==> src/verilog/cart_pkg.sv <==
/* Widths, encodings and constants shared by the cartridge loader blocks.
   Header addresses assume a 512-byte copier header in front of the image. */
`default_nettype none

package cart_pkg;

	localparam int FILL_ADDR_BITS = 17;
	localparam int SECTOR_BITS    = 9;

	typedef logic [24:0]               load_addr_t;
	typedef logic [15:0]               load_word_t;
	typedef logic [23:0]               mem_mask_t;
	typedef logic [3:0]                size_code_t;
	typedef logic [7:0]                rom_type_t;
	typedef logic [FILL_ADDR_BITS-1:0] fill_addr_t;
	typedef logic [7:0]                fill_data_t;
	typedef logic [31:0]               lba_t;
	// {strobe, flags, address, compare, replace}
	typedef logic [128:0]              cheat_code_t;

	typedef enum logic [2:0] {
		HDR_AUTO,
		HDR_NONE,
		HDR_LOROM,
		HDR_HIROM,
		HDR_EXHIROM
	} header_sel_t;

	typedef enum logic [1:0] {
		PAT_9966,
		PAT_00FF,
		PAT_55,
		PAT_FF
	} wram_pattern_t;

	typedef enum logic {BK_IDLE, BK_XFER} bk_state_t;

	localparam logic [7:0] CODE_FILE_INDEX  = 8'hFF;
	localparam int         HEADER_SKIP      = 512;
	localparam load_addr_t LOROM_HDR_BASE   = 25'h0007FC0;
	localparam load_addr_t HIROM_HDR_BASE   = 25'h000FFC0;
	localparam load_addr_t EXHIROM_HDR_BASE = 25'h040FFC0;
	localparam int         DEFAULT_ROM_SIZE = 12;
	localparam int         MASK_UNIT        = 1024;

endpackage

`default_nettype wire

==> src/verilog/load_bus_if.sv <==
/* Decoded host load stream. One word per wr strobe. */
`default_nettype none

interface load_bus_if;
	import cart_pkg::*;

	logic       clk_sys;
	logic       RESET;
	logic       cart_download;
	logic       code_download;
	logic       wr;
	load_addr_t addr;
	load_word_t dout;

	// Driven by the top level only
	modport src (
		output clk_sys, RESET, cart_download, code_download, wr, addr, dout
	);

	modport sink (
		input clk_sys, RESET, cart_download, code_download, wr, addr, dout
	);

endinterface

`default_nettype wire

==> src/verilog/backup_ram_sync.sv <==
/* Backup RAM to save image copy in 512-byte sectors.
   sd_rd/sd_wr are held until sd_ack rises; the next sector waits for ack low. */
`default_nettype none

module backup_ram_sync (
	load_bus_if.sink            bus,
	input  cart_pkg::mem_mask_t ram_mask,
	input  wire                 img_mounted,
	input  wire                 img_readonly,
	input  wire [63:0]          img_size,
	input  wire                 bk_load_req,
	input  wire                 bk_save_req,
	input  wire                 sd_ack,
	output cart_pkg::lba_t      sd_lba,
	output logic                sd_rd,
	output logic                sd_wr,
	output logic                bk_busy,
	output logic                bk_loading
);
	import cart_pkg::*;

	bk_state_t state;
	logic      bk_ena;
	logic      old_download;
	logic      old_load;
	logic      old_save;
	logic      old_ack;
	logic      load_start;
	logic      save_start;
	logic      auto_start;
	lba_t      last_lba;

	assign load_start = bk_load_req & ~old_load & bk_ena;
	assign save_start = bk_save_req & ~old_save & bk_ena;
	// Save image is read back once the cartridge is in
	assign auto_start = old_download & ~bus.cart_download & (|img_size) & bk_ena;
	assign last_lba   = lba_t'(ram_mask >> SECTOR_BITS);

	always_ff @(posedge bus.clk_sys) begin
		if (bus.RESET) begin
			state        <= BK_IDLE;
			bk_ena       <= 1'b0;
			bk_loading   <= 1'b0;
			old_download <= 1'b0;
			old_load     <= 1'b0;
			old_save     <= 1'b0;
			old_ack      <= 1'b0;
			sd_lba       <= '0;
			sd_rd        <= 1'b0;
			sd_wr        <= 1'b0;
		end else begin
			old_download <= bus.cart_download;
			old_load     <= bk_load_req;
			old_save     <= bk_save_req;
			old_ack      <= sd_ack;

			if (!old_download && bus.cart_download)
				bk_ena <= 1'b0;
			if (bus.cart_download && img_mounted && !img_readonly)
				bk_ena <= |ram_mask;

			if (!old_ack && sd_ack) begin
				sd_rd <= 1'b0;
				sd_wr <= 1'b0;
			end

			if (state == BK_IDLE) begin
				if (load_start || save_start) begin
					state      <= BK_XFER;
					bk_loading <= load_start;
					sd_lba     <= '0;
					sd_rd      <= load_start;
					sd_wr      <= ~load_start;
				end
				if (auto_start) begin
					state      <= BK_XFER;
					bk_loading <= 1'b1;
					sd_lba     <= '0;
					sd_rd      <= 1'b1;
					sd_wr      <= 1'b0;
				end
			end else if (old_ack && !sd_ack) begin
				if (sd_lba >= last_lba) begin
					state      <= BK_IDLE;
					bk_loading <= 1'b0;
				end else begin
					sd_lba <= sd_lba + lba_t'(1);
					sd_rd  <= bk_loading;
					sd_wr  <= ~bk_loading;
				end
			end
		end
	end

	assign bk_busy = (state == BK_XFER);

	a_rd_wr_exclusive: assert property (
		@(posedge bus.clk_sys) disable iff (bus.RESET) !(sd_rd && sd_wr)
	);

endmodule

`default_nettype wire

==> src/verilog/cart_loader_top.sv <==
/* Cartridge loader top. The RAMs and the sector buffer live outside;
   only the work-RAM fill port and the sector handshake are driven here. */
`default_nettype none

module cart_loader_top (
	input  wire                     clk_sys,
	input  wire                     RESET,
	input  wire                     ioctl_download,
	input  wire [7:0]               ioctl_index,
	input  cart_pkg::load_addr_t    ioctl_addr,
	input  cart_pkg::load_word_t    ioctl_dout,
	input  wire                     ioctl_wr,
	input  cart_pkg::header_sel_t   header_sel,
	input  wire [1:0]               region_sel,
	input  cart_pkg::wram_pattern_t wram_pattern,
	input  wire                     img_mounted,
	input  wire                     img_readonly,
	input  wire [63:0]              img_size,
	input  wire                     bk_load_req,
	input  wire                     bk_save_req,
	input  wire                     sd_ack,
	output cart_pkg::rom_type_t     rom_type,
	output cart_pkg::mem_mask_t     rom_mask,
	output cart_pkg::mem_mask_t     ram_mask,
	output logic                    pal,
	output cart_pkg::cheat_code_t   gg_code,
	output logic                    gg_code_valid,
	output cart_pkg::fill_addr_t    fill_addr,
	output cart_pkg::fill_data_t    fill_data,
	output logic                    fill_wr,
	output cart_pkg::lba_t          sd_lba,
	output logic                    sd_rd,
	output logic                    sd_wr,
	output logic                    bk_busy,
	output logic                    bk_loading,
	output logic                    core_reset
);
	import cart_pkg::*;

	logic code_index;
	logic clearing;

	load_bus_if bus ();

	// ======================================================================
	// Download split by file index
	// ======================================================================
	assign code_index = (ioctl_index == CODE_FILE_INDEX);

	assign bus.clk_sys       = clk_sys;
	assign bus.RESET         = RESET;
	assign bus.cart_download = ioctl_download & ~code_index;
	assign bus.code_download = ioctl_download & code_index;
	assign bus.wr            = ioctl_wr;
	assign bus.addr          = ioctl_addr;
	assign bus.dout          = ioctl_dout;

	// Core held in reset while the cartridge or its RAM is being set up
	assign core_reset = RESET | bus.cart_download | bk_loading | clearing;

	rom_header_detect u_hdr (
		.bus        (bus.sink),
		.header_sel (header_sel),
		.region_sel (region_sel),
		.rom_type   (rom_type),
		.rom_mask   (rom_mask),
		.ram_mask   (ram_mask),
		.pal        (pal)
	);

	cheat_code_assembler u_cheat (
		.bus           (bus.sink),
		.gg_code       (gg_code),
		.gg_code_valid (gg_code_valid)
	);

	ram_clear_sequencer u_clear (
		.bus          (bus.sink),
		.wram_pattern (wram_pattern),
		.fill_addr    (fill_addr),
		.fill_data    (fill_data),
		.fill_wr      (fill_wr),
		.clearing     (clearing)
	);

	backup_ram_sync u_bk (
		.bus          (bus.sink),
		.ram_mask     (ram_mask),
		.img_mounted  (img_mounted),
		.img_readonly (img_readonly),
		.img_size     (img_size),
		.bk_load_req  (bk_load_req),
		.bk_save_req  (bk_save_req),
		.sd_ack       (sd_ack),
		.sd_lba       (sd_lba),
		.sd_rd        (sd_rd),
		.sd_wr        (sd_wr),
		.bk_busy      (bk_busy),
		.bk_loading   (bk_loading)
	);

endmodule

`default_nettype wire

==> src/verilog/cheat_code_assembler.sv <==
/* Packs eight code-file words into one cheat record.
   Odd offsets are ignored; the record is strobed by the offset 14 word. */
`default_nettype none

module cheat_code_assembler (
	load_bus_if.sink              bus,
	output cart_pkg::cheat_code_t gg_code,
	output logic                  gg_code_valid
);
	import cart_pkg::*;

	logic [127:0] code_body;
	logic         code_wr;

	assign code_wr = bus.code_download & bus.wr;

	always_ff @(posedge bus.clk_sys) begin
		if (bus.RESET)
			gg_code_valid <= 1'b0;
		else
			gg_code_valid <= code_wr && bus.addr[3:0] == 4'd14;
	end

	// Low word first for each field
	always_ff @(posedge bus.clk_sys) begin
		if (code_wr) begin
			case (bus.addr[3:0])
				4'd0:  code_body[111:96]  <= bus.dout;
				4'd2:  code_body[127:112] <= bus.dout;
				4'd4:  code_body[79:64]   <= bus.dout;
				4'd6:  code_body[95:80]   <= bus.dout;
				4'd8:  code_body[47:32]   <= bus.dout;
				4'd10: code_body[63:48]   <= bus.dout;
				4'd12: code_body[15:0]    <= bus.dout;
				4'd14: code_body[31:16]   <= bus.dout;
				default: ;
			endcase
		end
	end

	assign gg_code = {gg_code_valid, code_body};

endmodule

`default_nettype wire

==> src/verilog/ram_clear_sequencer.sv <==
/* Work-RAM power-on fill. One sweep of 2^17 byte writes per cartridge load,
   started by the rising edge of the download. */
`default_nettype none

module ram_clear_sequencer (
	load_bus_if.sink                bus,
	input  cart_pkg::wram_pattern_t wram_pattern,
	output cart_pkg::fill_addr_t    fill_addr,
	output cart_pkg::fill_data_t    fill_data,
	output logic                    fill_wr,
	output logic                    clearing
);
	import cart_pkg::*;

	logic old_download;

	always_ff @(posedge bus.clk_sys) begin
		if (bus.RESET) begin
			old_download <= 1'b0;
			clearing     <= 1'b0;
			fill_addr    <= '0;
		end else begin
			old_download <= bus.cart_download;
			if (!old_download && bus.cart_download)
				clearing <= 1'b1;
			// Last address written, stop after this cycle
			if (&fill_addr)
				clearing <= 1'b0;
			fill_addr <= clearing ? fill_addr + fill_addr_t'(1) : '0;
		end
	end

	assign fill_wr = clearing;

	// ======================================================================
	// Fill patterns
	// ======================================================================
	always_comb begin
		case (wram_pattern)
			PAT_9966: fill_data = (fill_addr[8] ^ fill_addr[2]) ? 8'h66 : 8'h99;
			PAT_00FF: fill_data = (fill_addr[9] ^ fill_addr[0]) ? 8'hFF : 8'h00;
			PAT_55:   fill_data = 8'h55;
			default:  fill_data = 8'hFF;
		endcase
	end

	a_addr_idle_zero: assert property (
		@(posedge bus.clk_sys) disable iff (bus.RESET) !clearing |-> fill_addr == '0
	);

endmodule

`default_nettype wire

==> src/verilog/rom_header_detect.sv <==
/* ROM type, size masks and video region from the image header.
   Fixed header modes read the internal header; auto mode uses word 0 only. */
`default_nettype none

module rom_header_detect (
	load_bus_if.sink              bus,
	input  cart_pkg::header_sel_t header_sel,
	input  wire [1:0]             region_sel,
	output cart_pkg::rom_type_t   rom_type,
	output cart_pkg::mem_mask_t   rom_mask,
	output cart_pkg::mem_mask_t   ram_mask,
	output logic                  pal
);
	import cart_pkg::*;

	size_code_t rom_size;
	size_code_t ram_size;
	logic       rom_region;
	logic       hdr_wr;
	logic       hdr_fixed;
	load_addr_t hdr_base;
	load_addr_t rom_size_addr;
	load_addr_t ram_size_addr;

	assign hdr_wr = bus.cart_download & bus.wr;

	// Internal header location for the forced modes
	always_comb begin
		hdr_fixed = 1'b1;
		case (header_sel)
			HDR_LOROM:   hdr_base = LOROM_HDR_BASE;
			HDR_HIROM:   hdr_base = HIROM_HDR_BASE;
			HDR_EXHIROM: hdr_base = EXHIROM_HDR_BASE;
			default: begin
				hdr_base  = '0;
				hdr_fixed = 1'b0;
			end
		endcase
	end

	assign rom_size_addr = hdr_base + load_addr_t'('h16 + HEADER_SKIP);
	assign ram_size_addr = hdr_base + load_addr_t'('h18 + HEADER_SKIP);

	always_ff @(posedge bus.clk_sys) begin
		if (bus.RESET) begin
			rom_size   <= size_code_t'(DEFAULT_ROM_SIZE);
			ram_size   <= '0;
			rom_type   <= '0;
			rom_region <= 1'b0;
			pal        <= 1'b0;
		end else begin
			if (hdr_wr) begin
				if (bus.addr == '0) begin
					rom_size <= size_code_t'(DEFAULT_ROM_SIZE);
					ram_size <= '0;
					// Loader-supplied sizes: RAM in high nibble, ROM in low
					if (header_sel == HDR_AUTO && bus.dout[7:0] != 8'h00) begin
						ram_size <= bus.dout[7:4];
						rom_size <= bus.dout[3:0];
					end
					case (header_sel)
						HDR_NONE, HDR_LOROM: rom_type <= 8'd0;
						HDR_HIROM:           rom_type <= 8'd1;
						HDR_EXHIROM:         rom_type <= 8'd2;
						default:             rom_type <= bus.dout[15:8];
					endcase
				end
				if (bus.addr == load_addr_t'(2))
					rom_region <= bus.dout[8];
				if (hdr_fixed && bus.addr == rom_size_addr)
					rom_size <= bus.dout[11:8];
				if (hdr_fixed && bus.addr == ram_size_addr)
					ram_size <= bus.dout[3:0];
			end
			// Region frozen while a cartridge streams in
			if (!bus.cart_download)
				pal <= (region_sel == 2'b00) ? rom_region : region_sel[1];
		end
	end

	assign rom_mask = (mem_mask_t'(MASK_UNIT) << rom_size) - mem_mask_t'(1);
	assign ram_mask = (ram_size != '0) ?
		(mem_mask_t'(MASK_UNIT) << ram_size) - mem_mask_t'(1) : '0;

	// Sizes up to 15 wrap to all ones, never to zero
	a_rom_mask_nonzero: assert property (
		@(posedge bus.clk_sys) disable iff (bus.RESET) rom_mask != '0
	);

endmodule

`default_nettype wire
==> config.mk <==
export PLATFORM = sky130hd
export DESIGN_NAME = cart_loader_top
export DESIGN_NICKNAME = d
export VERILOG_FILES = /design/src/verilog/cart_pkg.sv /design/src/verilog/load_bus_if.sv /design/src/verilog/backup_ram_sync.sv /design/src/verilog/cart_loader_top.sv /design/src/verilog/cheat_code_assembler.sv /design/src/verilog/ram_clear_sequencer.sv /design/src/verilog/rom_header_detect.sv
export SDC_FILE = /design/constraint.sdc
export NUM_CORES = 1
export LEC_CHECK = 0
export BUFFER_PORTS_ARGS = -buffer_cell sky130_fd_sc_hd__buf_4
export CORE_MARGIN = 4
export CORE_UTILIZATION = 30
export DETAILED_ROUTE_END_ITERATION = 6
export GPL_ROUTABILITY_DRIVEN = 0
export SYNTH_ARGS = -nofsm -noshare
export SYNTH_HDL_FRONTEND = slang
export SYNTH_HIERARCHICAL = 1
export SYNTH_SLANG_ARGS = --single-unit
==> constraint.sdc <==
create_clock -name clk_sys -period 4.4 [get_ports clk_sys]
set_clock_uncertainty 0.15 [all_clocks]
set_input_delay 0.44 -clock clk_sys [delete_from_list [all_inputs] [get_ports clk_sys]]
set_output_delay 0.44 -clock clk_sys [all_outputs]
set_load 0.01 [all_outputs]
==> tab_implementation.tex, run 1 <==
\begin{tabular}{lr}
\hline
Metric & Value \\
\hline
\multicolumn{2}{l}{\textbf{Floorplanning}} \\
\quad Die area & 0.0336 mm2 \\
\quad Initial standard-cell utilization of the core & 30.8\% \\
\quad Core ar. & 0.0300 mm2 \\
\quad Cell row count & 63 \\
\quad Number of I/O pins & 379 \\
\quad Vert. Die Dim & 183 um \\
\quad Die span in x & 183 um \\
\multicolumn{2}{l}{\textbf{Route}} \\
\quad Post-Route WL & 29,900 um \\
\quad Detailed-router iteration count before antenna repair & 5 \\
\quad Sum of routed wire segments on met1 & 12,200 um \\
\quad Mean number of vias per cell & 4.98 \\
\quad Post-detailed-route count of antenna-violating nets & 0 \\
\quad Avg WL per Cell & 19.1 um \\
\quad Detailed route wirelength on metal2 & 14,300 um \\
\quad DRC marker count from the first detailed-route iteration & 415 \\
\quad Met3 wirelength from detailed routing & 2800 um \\
\quad Detailed-route DRC error count & 0 \\
\quad Highest layer used for signal routing & met4 \\
\quad Total number of vias & 7,826 \\
\multicolumn{2}{l}{\textbf{Yosys}} \\
\quad Proportion of register bits with asynchronous set or reset after synthesis & 0\% \\
\quad Synthesized netlist cell count & 807 \\
\quad Top FF cell, synth & sky130\_fd\_sc\_hd\_\_edfxtp\_1 \\
\quad Post-synthesis instance area & 0.00921 mm2 \\
\quad Portion of the post-synthesis area used by sequential elements & 58.9\% \\
\quad Syn avg cell area & 11.4 um2 \\
\quad Total of warnings raised by yosys & 6 \\
\quad Post-synth EDFFs & 128 \\
\quad Count of distinct cell types in the synthesized netlist & 70 \\
\quad Post-synthesis register bit count & 207 \\
\multicolumn{2}{l}{\textbf{GRT}} \\
\quad Initial antenna violation count & 2 \\
\quad Pin count of the biggest net entering global routing & 37 \\
\quad Via count of the first global-routing pass & 7,558 \\
\quad Total congestion overflow after global routing & 0 \\
\quad All-Layer GR Usage & 16.7\% \\
\quad Wire length of the first global-routing pass & 44,100 um \\
\multicolumn{2}{l}{\textbf{Power and ir drop}} \\
\quad Power per cell area & 321 mW/mm2 \\
\quad Static power due to leakage & 5.13 nW \\
\quad Peak supply drop & 0.192 mV \\
\multicolumn{2}{l}{\textbf{Critical path}} \\
\quad Data arrival, critical path & 4.22 ns \\
\quad Slack of the worst reg-to-reg path & 0.46 ns \\
\quad Logic depth of the worst register-to-register path & 13 \\
\quad Element type at the critical path start & register \\
\quad Instance count on the critical path & 13 \\
\quad Largest delay share family, worst path & simple AND/OR/NAND/NOR gates \\
\quad Reg-to-Reg End & u\_bk/sd\_lba[7] \\
\quad Class of the most critical setup path & reg2reg \\
\quad Crit path cell chain & nor2\_1 > nand3\_1 > ha\_1 > nor2b\_1 > a32o\_1 > inv\_1 > ha\_1 > a21oi\_1 > o21ai\_0 > a211oi\_1 > nand3\_2 > or4\_1 > a21oi\_1 \\
\quad Start point of the critical path & u\_hdr/ram\_size[1] \\
\quad Startpoint of the worst-slack reg-to-reg timing path & u\_hdr/ram\_size[1] \\
\quad Largest fanout on the critical path & 14 \\
\quad Worst-path cell with the longest stage delay & sky130\_fd\_sc\_hd\_\_or4\_1 \\
\quad Buffers and inverters on the worst path & 1 \\
\quad Critical path capture point type & register \\
\quad End of the critical path & u\_bk/sd\_lba[7] \\
\quad CP max stage delay & 0.58 ns \\
\quad Endpoint required time on the critical path & 4.68 ns \\
\multicolumn{2}{l}{\textbf{Timing}} \\
\quad Time the worst path needs with I/O delays and setup & 3.94 ns \\
\quad Hold Vio Cnt, Final & 0 \\
\quad Slew Limit Fails & 0 \\
\quad Setup-failing EPs final & 0 \\
\quad Achievable frequency & 254 MHz \\
\quad Unrepaired setup endpoints after global routing & false \\
\quad Slew at the pin closest to its max-slew limit & 1.17 ns \\
\quad Final period utilization & 89.6\% \\
\quad Tightest slew margin relative to the limit & 21.6\% \\
\quad Setup TNS & 0 ns \\
\multicolumn{2}{l}{\textbf{CTS}} \\
\quad Clock root buffer master & sky130\_fd\_sc\_hd\_\_clkbuf\_16 \\
\quad Buffers inserted during post-CTS setup optimization & 0 \\
\quad Skew-Pair Late Insertion Delay & 0.50 ns \\
\quad Post-CTS clock slew at the launch and capture registers of the worst setup and hold paths & 0.07 ns \\
\quad Number of buffers inserted during clock tree synthesis & 23 \\
\quad CTS Buffer Depth & 3 \\
\quad H-tree depth & 1 \\
\quad TritonCTS clock tree & done \\
\quad Number of sinks driven by the clock tree & 207 \\
\multicolumn{2}{l}{\textbf{Final layout}} \\
\quad Area of the multi-input gates & 0.00339 mm2 \\
\quad Most frequent cells in the layout & sky130\_fd\_sc\_hd\_\_buf\_4 (376), sky130\_fd\_sc\_hd\_\_edfxtp\_1 (128), sky130\_fd\_sc\_hd\_\_dfxtp\_1 (79) \\
\quad Net total in the final layout & 1,311 \\
\quad Area overhead of the layout relative to synthesis & 41.2\% \\
\quad Sequential standard cell area & 0.00543 mm2 \\
\quad Layout Cell Area excl Fill & 0.0130 mm2 \\
\quad Filler cell count in the final layout & 2,859 \\
\quad Share of final-layout standard cells stronger than drive strength 1 & 37.4\% \\
\quad Most common cell after layout, fill and taps aside & sky130\_fd\_sc\_hd\_\_buf\_4 \\
\multicolumn{2}{l}{\textbf{Placement}} \\
\quad Count of buffers inserted at the top-level ports & 368 \\
\quad Post-DP Area & 0.0122 mm2 \\
\quad HPWL after detailed placement & 22,900 um \\
\multicolumn{2}{l}{\textbf{Outcome}} \\
\quad Outcome & complete, no violations \\
\multicolumn{2}{l}{\textbf{Run}} \\
\quad Total of max-cap violations & 0 \\
\multicolumn{2}{l}{\textbf{Hold path}} \\
\quad Path class of the lowest-slack min-delay path & in2reg \\
\hline
\end{tabular}
where the power goes:
group	switching (mW)	internal [mW]	leakage (nW)
Combinational	0.110	0.109	2.99
Sequential	0.00494	2.06	1.79
Clock	0.754	1.14	0.355
Total	0.869	3.31	5.13
how the worst min path moves through the flow:
stage          depth (start not counted)         startpoint                end  slack, ns
2_1_floorplan                          2        u_bk/bk_ena        u_bk/bk_ena       0.31
3_3_place_gp                           2  u_hdr/rom_type[4]  u_hdr/rom_type[4]       0.29
3_5_place_dp                           2  u_hdr/rom_type[6]  u_hdr/rom_type[6]       0.30
4_1_cts                                2        bk_load_req      u_bk/old_load    0.00002
5_1_grt                                2        bk_load_req      u_bk/old_load      0.006
6_report                               2        bk_load_req      u_bk/old_load       0.02
what timing repair did:
action	in CTS	in global routing
hold buffers	1	0
gates resized for setup	0	1
setup endpoints to repair	0	4
hold endpoints to repair	1	0
area by class of cell:
class	instances	share of cell area [%]
clock buffer	28	4.57
multi-input combinational	518	26.0
timing repair buffer	377	21.8
tap	390	3.75
sequential	207	41.7
clock inverter	13	1.14
antenna	2	0.0385
inverter	35	1.01
cells in the mapped netlist (7+ instances only):
| master | count | area, um2 |
|---|---|---|
| sky130_fd_sc_hd__nor3_1 | 16 | 80.1 |
| sky130_fd_sc_hd__a211oi_1 | 10 | 75.1 |
| sky130_fd_sc_hd__nand3b_1 | 12 | 90.1 |
| sky130_fd_sc_hd__o31ai_1 | 7 | 52.6 |
| sky130_fd_sc_hd__o2111ai_1 | 9 | 78.8 |
| sky130_fd_sc_hd__nor4_1 | 38 | 238 |
| sky130_fd_sc_hd__buf_4 | 27 | 203 |
| sky130_fd_sc_hd__ha_1 | 20 | 250 |
| sky130_fd_sc_hd__xnor2_1 | 7 | 61.3 |
| sky130_fd_sc_hd__nand2_1 | 63 | 236 |
| sky130_fd_sc_hd__a21oi_1 | 47 | 235 |
| sky130_fd_sc_hd__clkbuf_1 | 20 | 75.1 |
| sky130_fd_sc_hd__nand3_1 | 18 | 90.1 |
| sky130_fd_sc_hd__dfxtp_1 | 79 | 1580 |
| sky130_fd_sc_hd__nor2b_1 | 13 | 81.3 |
| sky130_fd_sc_hd__nand2b_1 | 15 | 93.8 |
| sky130_fd_sc_hd__edfxtp_1 | 128 | 3840 |
| sky130_fd_sc_hd__and2_1 | 22 | 138 |
| sky130_fd_sc_hd__or3_1 | 8 | 50.1 |
| sky130_fd_sc_hd__mux2i_1 | 9 | 90.1 |
| sky130_fd_sc_hd__nor2_1 | 44 | 165 |
| sky130_fd_sc_hd__o21ai_0 | 27 | 135 |
| sky130_fd_sc_hd__or4_1 | 7 | 52.6 |
| sky130_fd_sc_hd__nand4_1 | 17 | 106 |
| sky130_fd_sc_hd__inv_1 | 35 | 131 |
worst register-to-register path, delay by kind of cell (launching register included):
family	cells	cell delay, ns
adder cells (fa/ha/maj)	2	0.57
AND/OR/NAND/NOR	5	1.61
buffers and inverters	1	0.05
flip-flops	1	0.31
AO/OA/AOI/OAI	5	1.18
registers in the layout, summed over array words and instances (netlist names), 4 cells and up:
name               flops
u_clear/fill_addr     17
u_hdr/ram_size         4
u_hdr/rom_size         4
u_cheat/code_body    128
u_bk/sd_lba           32
u_hdr/rom_type         8
stage by stage:
| stage | utilization [%] | power, mW | setup slack [ns] | hold WS (ns) | std cells |
|---|---|---|---|---|---|
| after floorplan | - | 2.18 | 0.807 | 0.308 | 816 |
| after CTS | 43.4 | 4.23 | 0.396 | 0.0000233 | 1568 |
| after global placement | 40.9 | 2.32 | 0.517 | 0.294 | 1526 |
| final | 43.4 | 4.18 | 0.459 | 0.0172 | 1570 |
| after global routing | 43.4 | 4.34 | 0.132 | 0.00649 | 1569 |
| after detailed placement | 40.9 | 2.33 | 0.411 | 0.299 | 1526 |
kinds of logic after synthesis:
group,Yosys count,share of synthesized area [%]
compound gates,155,11.3
other cells,1,0.0407
mux,12,1.34
buf+inv,91,5.05
xor+xnor,10,0.951
fa+ha+maj,21,2.82
flops,207,58.9
simple gates,310,19.6
per-layer routing:
layer / vias to the layer above / GRT usage [%]
met2: 392 / 29.2
met1: 3659 / 20.7
met4: 0 / 4.23
met5: - / 0
met3: 45 / 4.09
li1: 3730 / -
No activity file was read; power rests on OpenSTA's default activity.
==> inputs of run 2 (changes only) <==
--- a/config.mk
+++ b/config.mk
@@ -7,7 +7,7 @@
 export LEC_CHECK = 0
 export BUFFER_PORTS_ARGS = -buffer_cell sky130_fd_sc_hd__buf_4
 export CORE_MARGIN = 4
-export CORE_UTILIZATION = 30
+export CORE_UTILIZATION = 35
 export DETAILED_ROUTE_END_ITERATION = 6
 export GPL_ROUTABILITY_DRIVEN = 0
 export SYNTH_ARGS = -nofsm -noshare
==> constraint.sdc (replaced) <==
create_clock -name clk_sys -period 4.4 [get_ports clk_sys]
set_clock_uncertainty 0.15 [all_clocks]
set_input_delay 0.22 -clock clk_sys [delete_from_list [all_inputs] [get_ports clk_sys]]
set_output_delay 0.22 -clock clk_sys [all_outputs]
set_load 0.01 [all_outputs]
==> run 2 against run 1 <==
  * Via count increased by 0.66%
  * Global-route usage increased by 2.8 points
  * Core utilization increased by 7.8 points
  * Final cell count decreased by 1.7%
  * Combinational power increased by 10%
  * Clock power increased by 7%
==> tab_implementation.tex, run 2 (synthesis gave the netlist of run 1 again) <==
\begin{tabular}{lr}
\hline
Metric & Value \\
\hline
\multicolumn{2}{l}{\textbf{Final layout}} \\
\quad Most common cell after layout, fill and taps aside & sky130\_fd\_sc\_hd\_\_buf\_4 \\
\quad Final cell count without fillers & 1,543 \\
\quad Area overhead of the layout relative to synthesis & 44.5\% \\
\quad Max FFs per register & 128 \\
\quad Largest regs & u\_cheat/code\_body (128), u\_bk/sd\_lba (32), u\_clear/fill\_addr (17) \\
\quad Filler cell count in the final layout & 2,353 \\
\quad Antenna Diode Count & 0 \\
\quad Largest reg by FF count & u\_cheat/code\_body \\
\quad Net total in the final layout & 1,343 \\
\quad Share of final-layout standard cells stronger than drive strength 1 & 36.8\% \\
\quad Most frequent cells in the layout & sky130\_fd\_sc\_hd\_\_buf\_4 (378), sky130\_fd\_sc\_hd\_\_edfxtp\_1 (128), sky130\_fd\_sc\_hd\_\_dfxtp\_1 (79) \\
\multicolumn{2}{l}{\textbf{CTS}} \\
\quad Clock root buffer master & sky130\_fd\_sc\_hd\_\_clkbuf\_16 \\
\quad Number of sinks driven by the clock tree & 207 \\
\quad CTS Buffer Depth & 3 \\
\quad Post-CTS clock slew at the launch and capture registers of the worst setup and hold paths & 0.06 ns \\
\quad Number of buffers inserted during clock tree synthesis & 22 \\
\quad Skew-Pair Late Insertion Delay & 0.50 ns \\
\quad TritonCTS clock tree & done \\
\quad H-tree depth & 1 \\
\multicolumn{2}{l}{\textbf{Route}} \\
\quad Mean number of vias per cell & 5.11 \\
\quad Post-detailed-route count of antenna-violating nets & 0 \\
\quad Avg WL per Cell & 19.5 um \\
\quad Detailed-route DRC error count & 0 \\
\quad Total number of vias & 7,878 \\
\quad Detailed-router iteration count before antenna repair & 5 \\
\quad DRC marker count from the first detailed-route iteration & 503 \\
\quad Post-Route WL & 30,100 um \\
\multicolumn{2}{l}{\textbf{Timing}} \\
\quad Achievable frequency & 246 MHz \\
\quad Final period utilization & 92.4\% \\
\quad Slew at the pin closest to its max-slew limit & 1.21 ns \\
\quad Min setup slack post-route & 0.336 ns \\
\quad Tightest slew margin relative to the limit & 19.3\% \\
\quad Hold Vio Cnt, Final & 0 \\
\quad Slew Limit Fails & 0 \\
\quad Time the worst path needs with I/O delays and setup & 4.06 ns \\
\quad Setup-failing EPs final & 0 \\
\multicolumn{2}{l}{\textbf{GRT}} \\
\quad Total congestion overflow after global routing & 0 \\
\quad Via count of the first global-routing pass & 7,617 \\
\quad All-Layer GR Usage & 19.4\% \\
\quad Pin count of the biggest net entering global routing & 37 \\
\quad Initial antenna violation count & 1 \\
\quad Wire length of the first global-routing pass & 44,000 um \\
\multicolumn{2}{l}{\textbf{Outcome}} \\
\quad Outcome & complete, no violations \\
\multicolumn{2}{l}{\textbf{Critical path}} \\
\quad CP max stage delay & 0.55 ns \\
\quad Critical Path Most Common Cell & sky130\_fd\_sc\_hd\_\_ha\_1 \\
\quad Largest delay share family, worst path & compound AO/OA/AOI/OAI gates \\
\quad Critical path capture point type & register \\
\quad Endpoint required time on the critical path & 4.69 ns \\
\quad Worst-path cell with the longest stage delay & sky130\_fd\_sc\_hd\_\_a211oi\_1 \\
\quad Element type at the critical path start & register \\
\quad Buffers and inverters on the worst path & 2 \\
\quad Largest fanout on the critical path & 14 \\
\quad Crit path cell chain & nor2\_1 > nand3\_1 > ha\_1 > nor2b\_1 > a32o\_1 > inv\_1 > ha\_1 > a21oi\_1 > o21ai\_0 > a211oi\_1 > nand3\_2 > buf\_4 > a2111oi\_0 > o21a\_1 \\
\quad Class of the most critical setup path & reg2reg \\
\quad Data arrival, critical path & 4.36 ns \\
\multicolumn{2}{l}{\textbf{Placement}} \\
\quad Placed Instances & 1,473 \\
\quad Pre-CTS setup slack & 0.365 ns \\
\quad Count of buffers inserted at the top-level ports & 368 \\
\quad HPWL after detailed placement & 22,500 um \\
\multicolumn{2}{l}{\textbf{Floorplanning}} \\
\quad Vert. Die Dim & 170 um \\
\quad Cell row count & 59 \\
\quad Die area & 0.0290 mm2 \\
\quad Die span in x & 170 um \\
\quad Core ar. & 0.0260 mm2 \\
\quad Initial standard-cell utilization of the core & 35.5\% \\
\quad Number of I/O pins & 379 \\
\multicolumn{2}{l}{\textbf{Power and ir drop}} \\
\quad Peak supply drop & 0.274 mV \\
\quad Static power due to leakage & 5.30 nW \\
\quad Power per cell area & 325 mW/mm2 \\
\multicolumn{2}{l}{\textbf{Run}} \\
\quad Total of max-cap violations & 0 \\
\multicolumn{2}{l}{\textbf{Hold path}} \\
\quad Path class of the lowest-slack min-delay path & in2reg \\
\hline
\end{tabular}
run 2: cell count changes in the layout (fill, tap and decap cells not counted), sizes merged:
cell and change:
clkbuf -3, diode -2, buf +2, bufinv +2, clkinv -2, dlygate4sd3 +31
run 2: worst register-to-register path, delay by kind of cell, from the launching register on:
family | cells | cell delay (ns)
compound gates | 6 | 1.62
simple gates | 4 | 1.02
fa+ha+maj | 2 | 0.57
buf+inv | 2 | 0.34
flops | 1 | 0.31
run 2: power by group:
group / total [mW] / switching (mW) / internal (mW)
Clock: 2.02 / 0.759 / 1.26
Combinational: 0.241 / 0.115 / 0.126
Sequential: 2.06 / 0.00449 / 2.06
Total: 4.33 / 0.879 / 3.45
run 2: final timing paths:
| path | slack, ns | cells after the start | start | to |
|---|---|---|---|---|
| max | 0.34 | 14 | u_hdr/ram_size[1] | u_bk/sd_lba[25] |
| min | 0.03 | 6 | img_mounted | u_bk/bk_ena |
| max reg2reg | 0.34 | 14 | u_hdr/ram_size[1] | u_bk/sd_lba[25] |
| min reg2reg | 0.30 | 2 | u_hdr/rom_type[2] | u_hdr/rom_type[2] |
run 2: stage by stage:
step / TNS (ns) / utilization, % / cell area [um2] / power (mW) / hold WS [ns]
global placement: 0 / 46.9 / 12200 / 2.32 / 0.290
detailed placement: 0 / 46.9 / 12200 / 2.33 / 0.297
CTS: 0 / 51.2 / 13300 / 4.37 / 0.00816
floorplan: 0 / - / 9250 / 2.18 / 0.140
global route: -0.0191 / 51.2 / 13300 / 4.46 / 0.109
finish: 0 / 51.2 / 13300 / 4.33 / 0.0327
run 2: what timing repair did:
action / in CTS / in global routing
setup buffers: 0 / 0
hold buffers: 32 / 0
endpoints found under the hold margin: 151 / 0
setup endpoints to repair: 0 / 1
resized for setup: 0 / 1
run 2: final cells by class:
cell class | instances | area, um2 | share of cell area [%]
clock buffers | 25 | 593 | 4.45
clock inverters | 13 | 203 | 1.52
inverters | 35 | 131 | 0.987
multi-input cells | 518 | 3390 | 25.4
flip-flops and latches | 207 | 5430 | 40.7
well taps | 335 | 419 | 3.15
repair buffers | 410 | 3160 | 23.7
run 2: layer usage:
layer	vias up	track usage [%]	share of wire, %
met5	-	0	0.043
met4	2	6.56	3.2
met3	57	4.04	8.5
met2	386	34.7	49
met1	3655	23.3	39
li1	3778	-	-
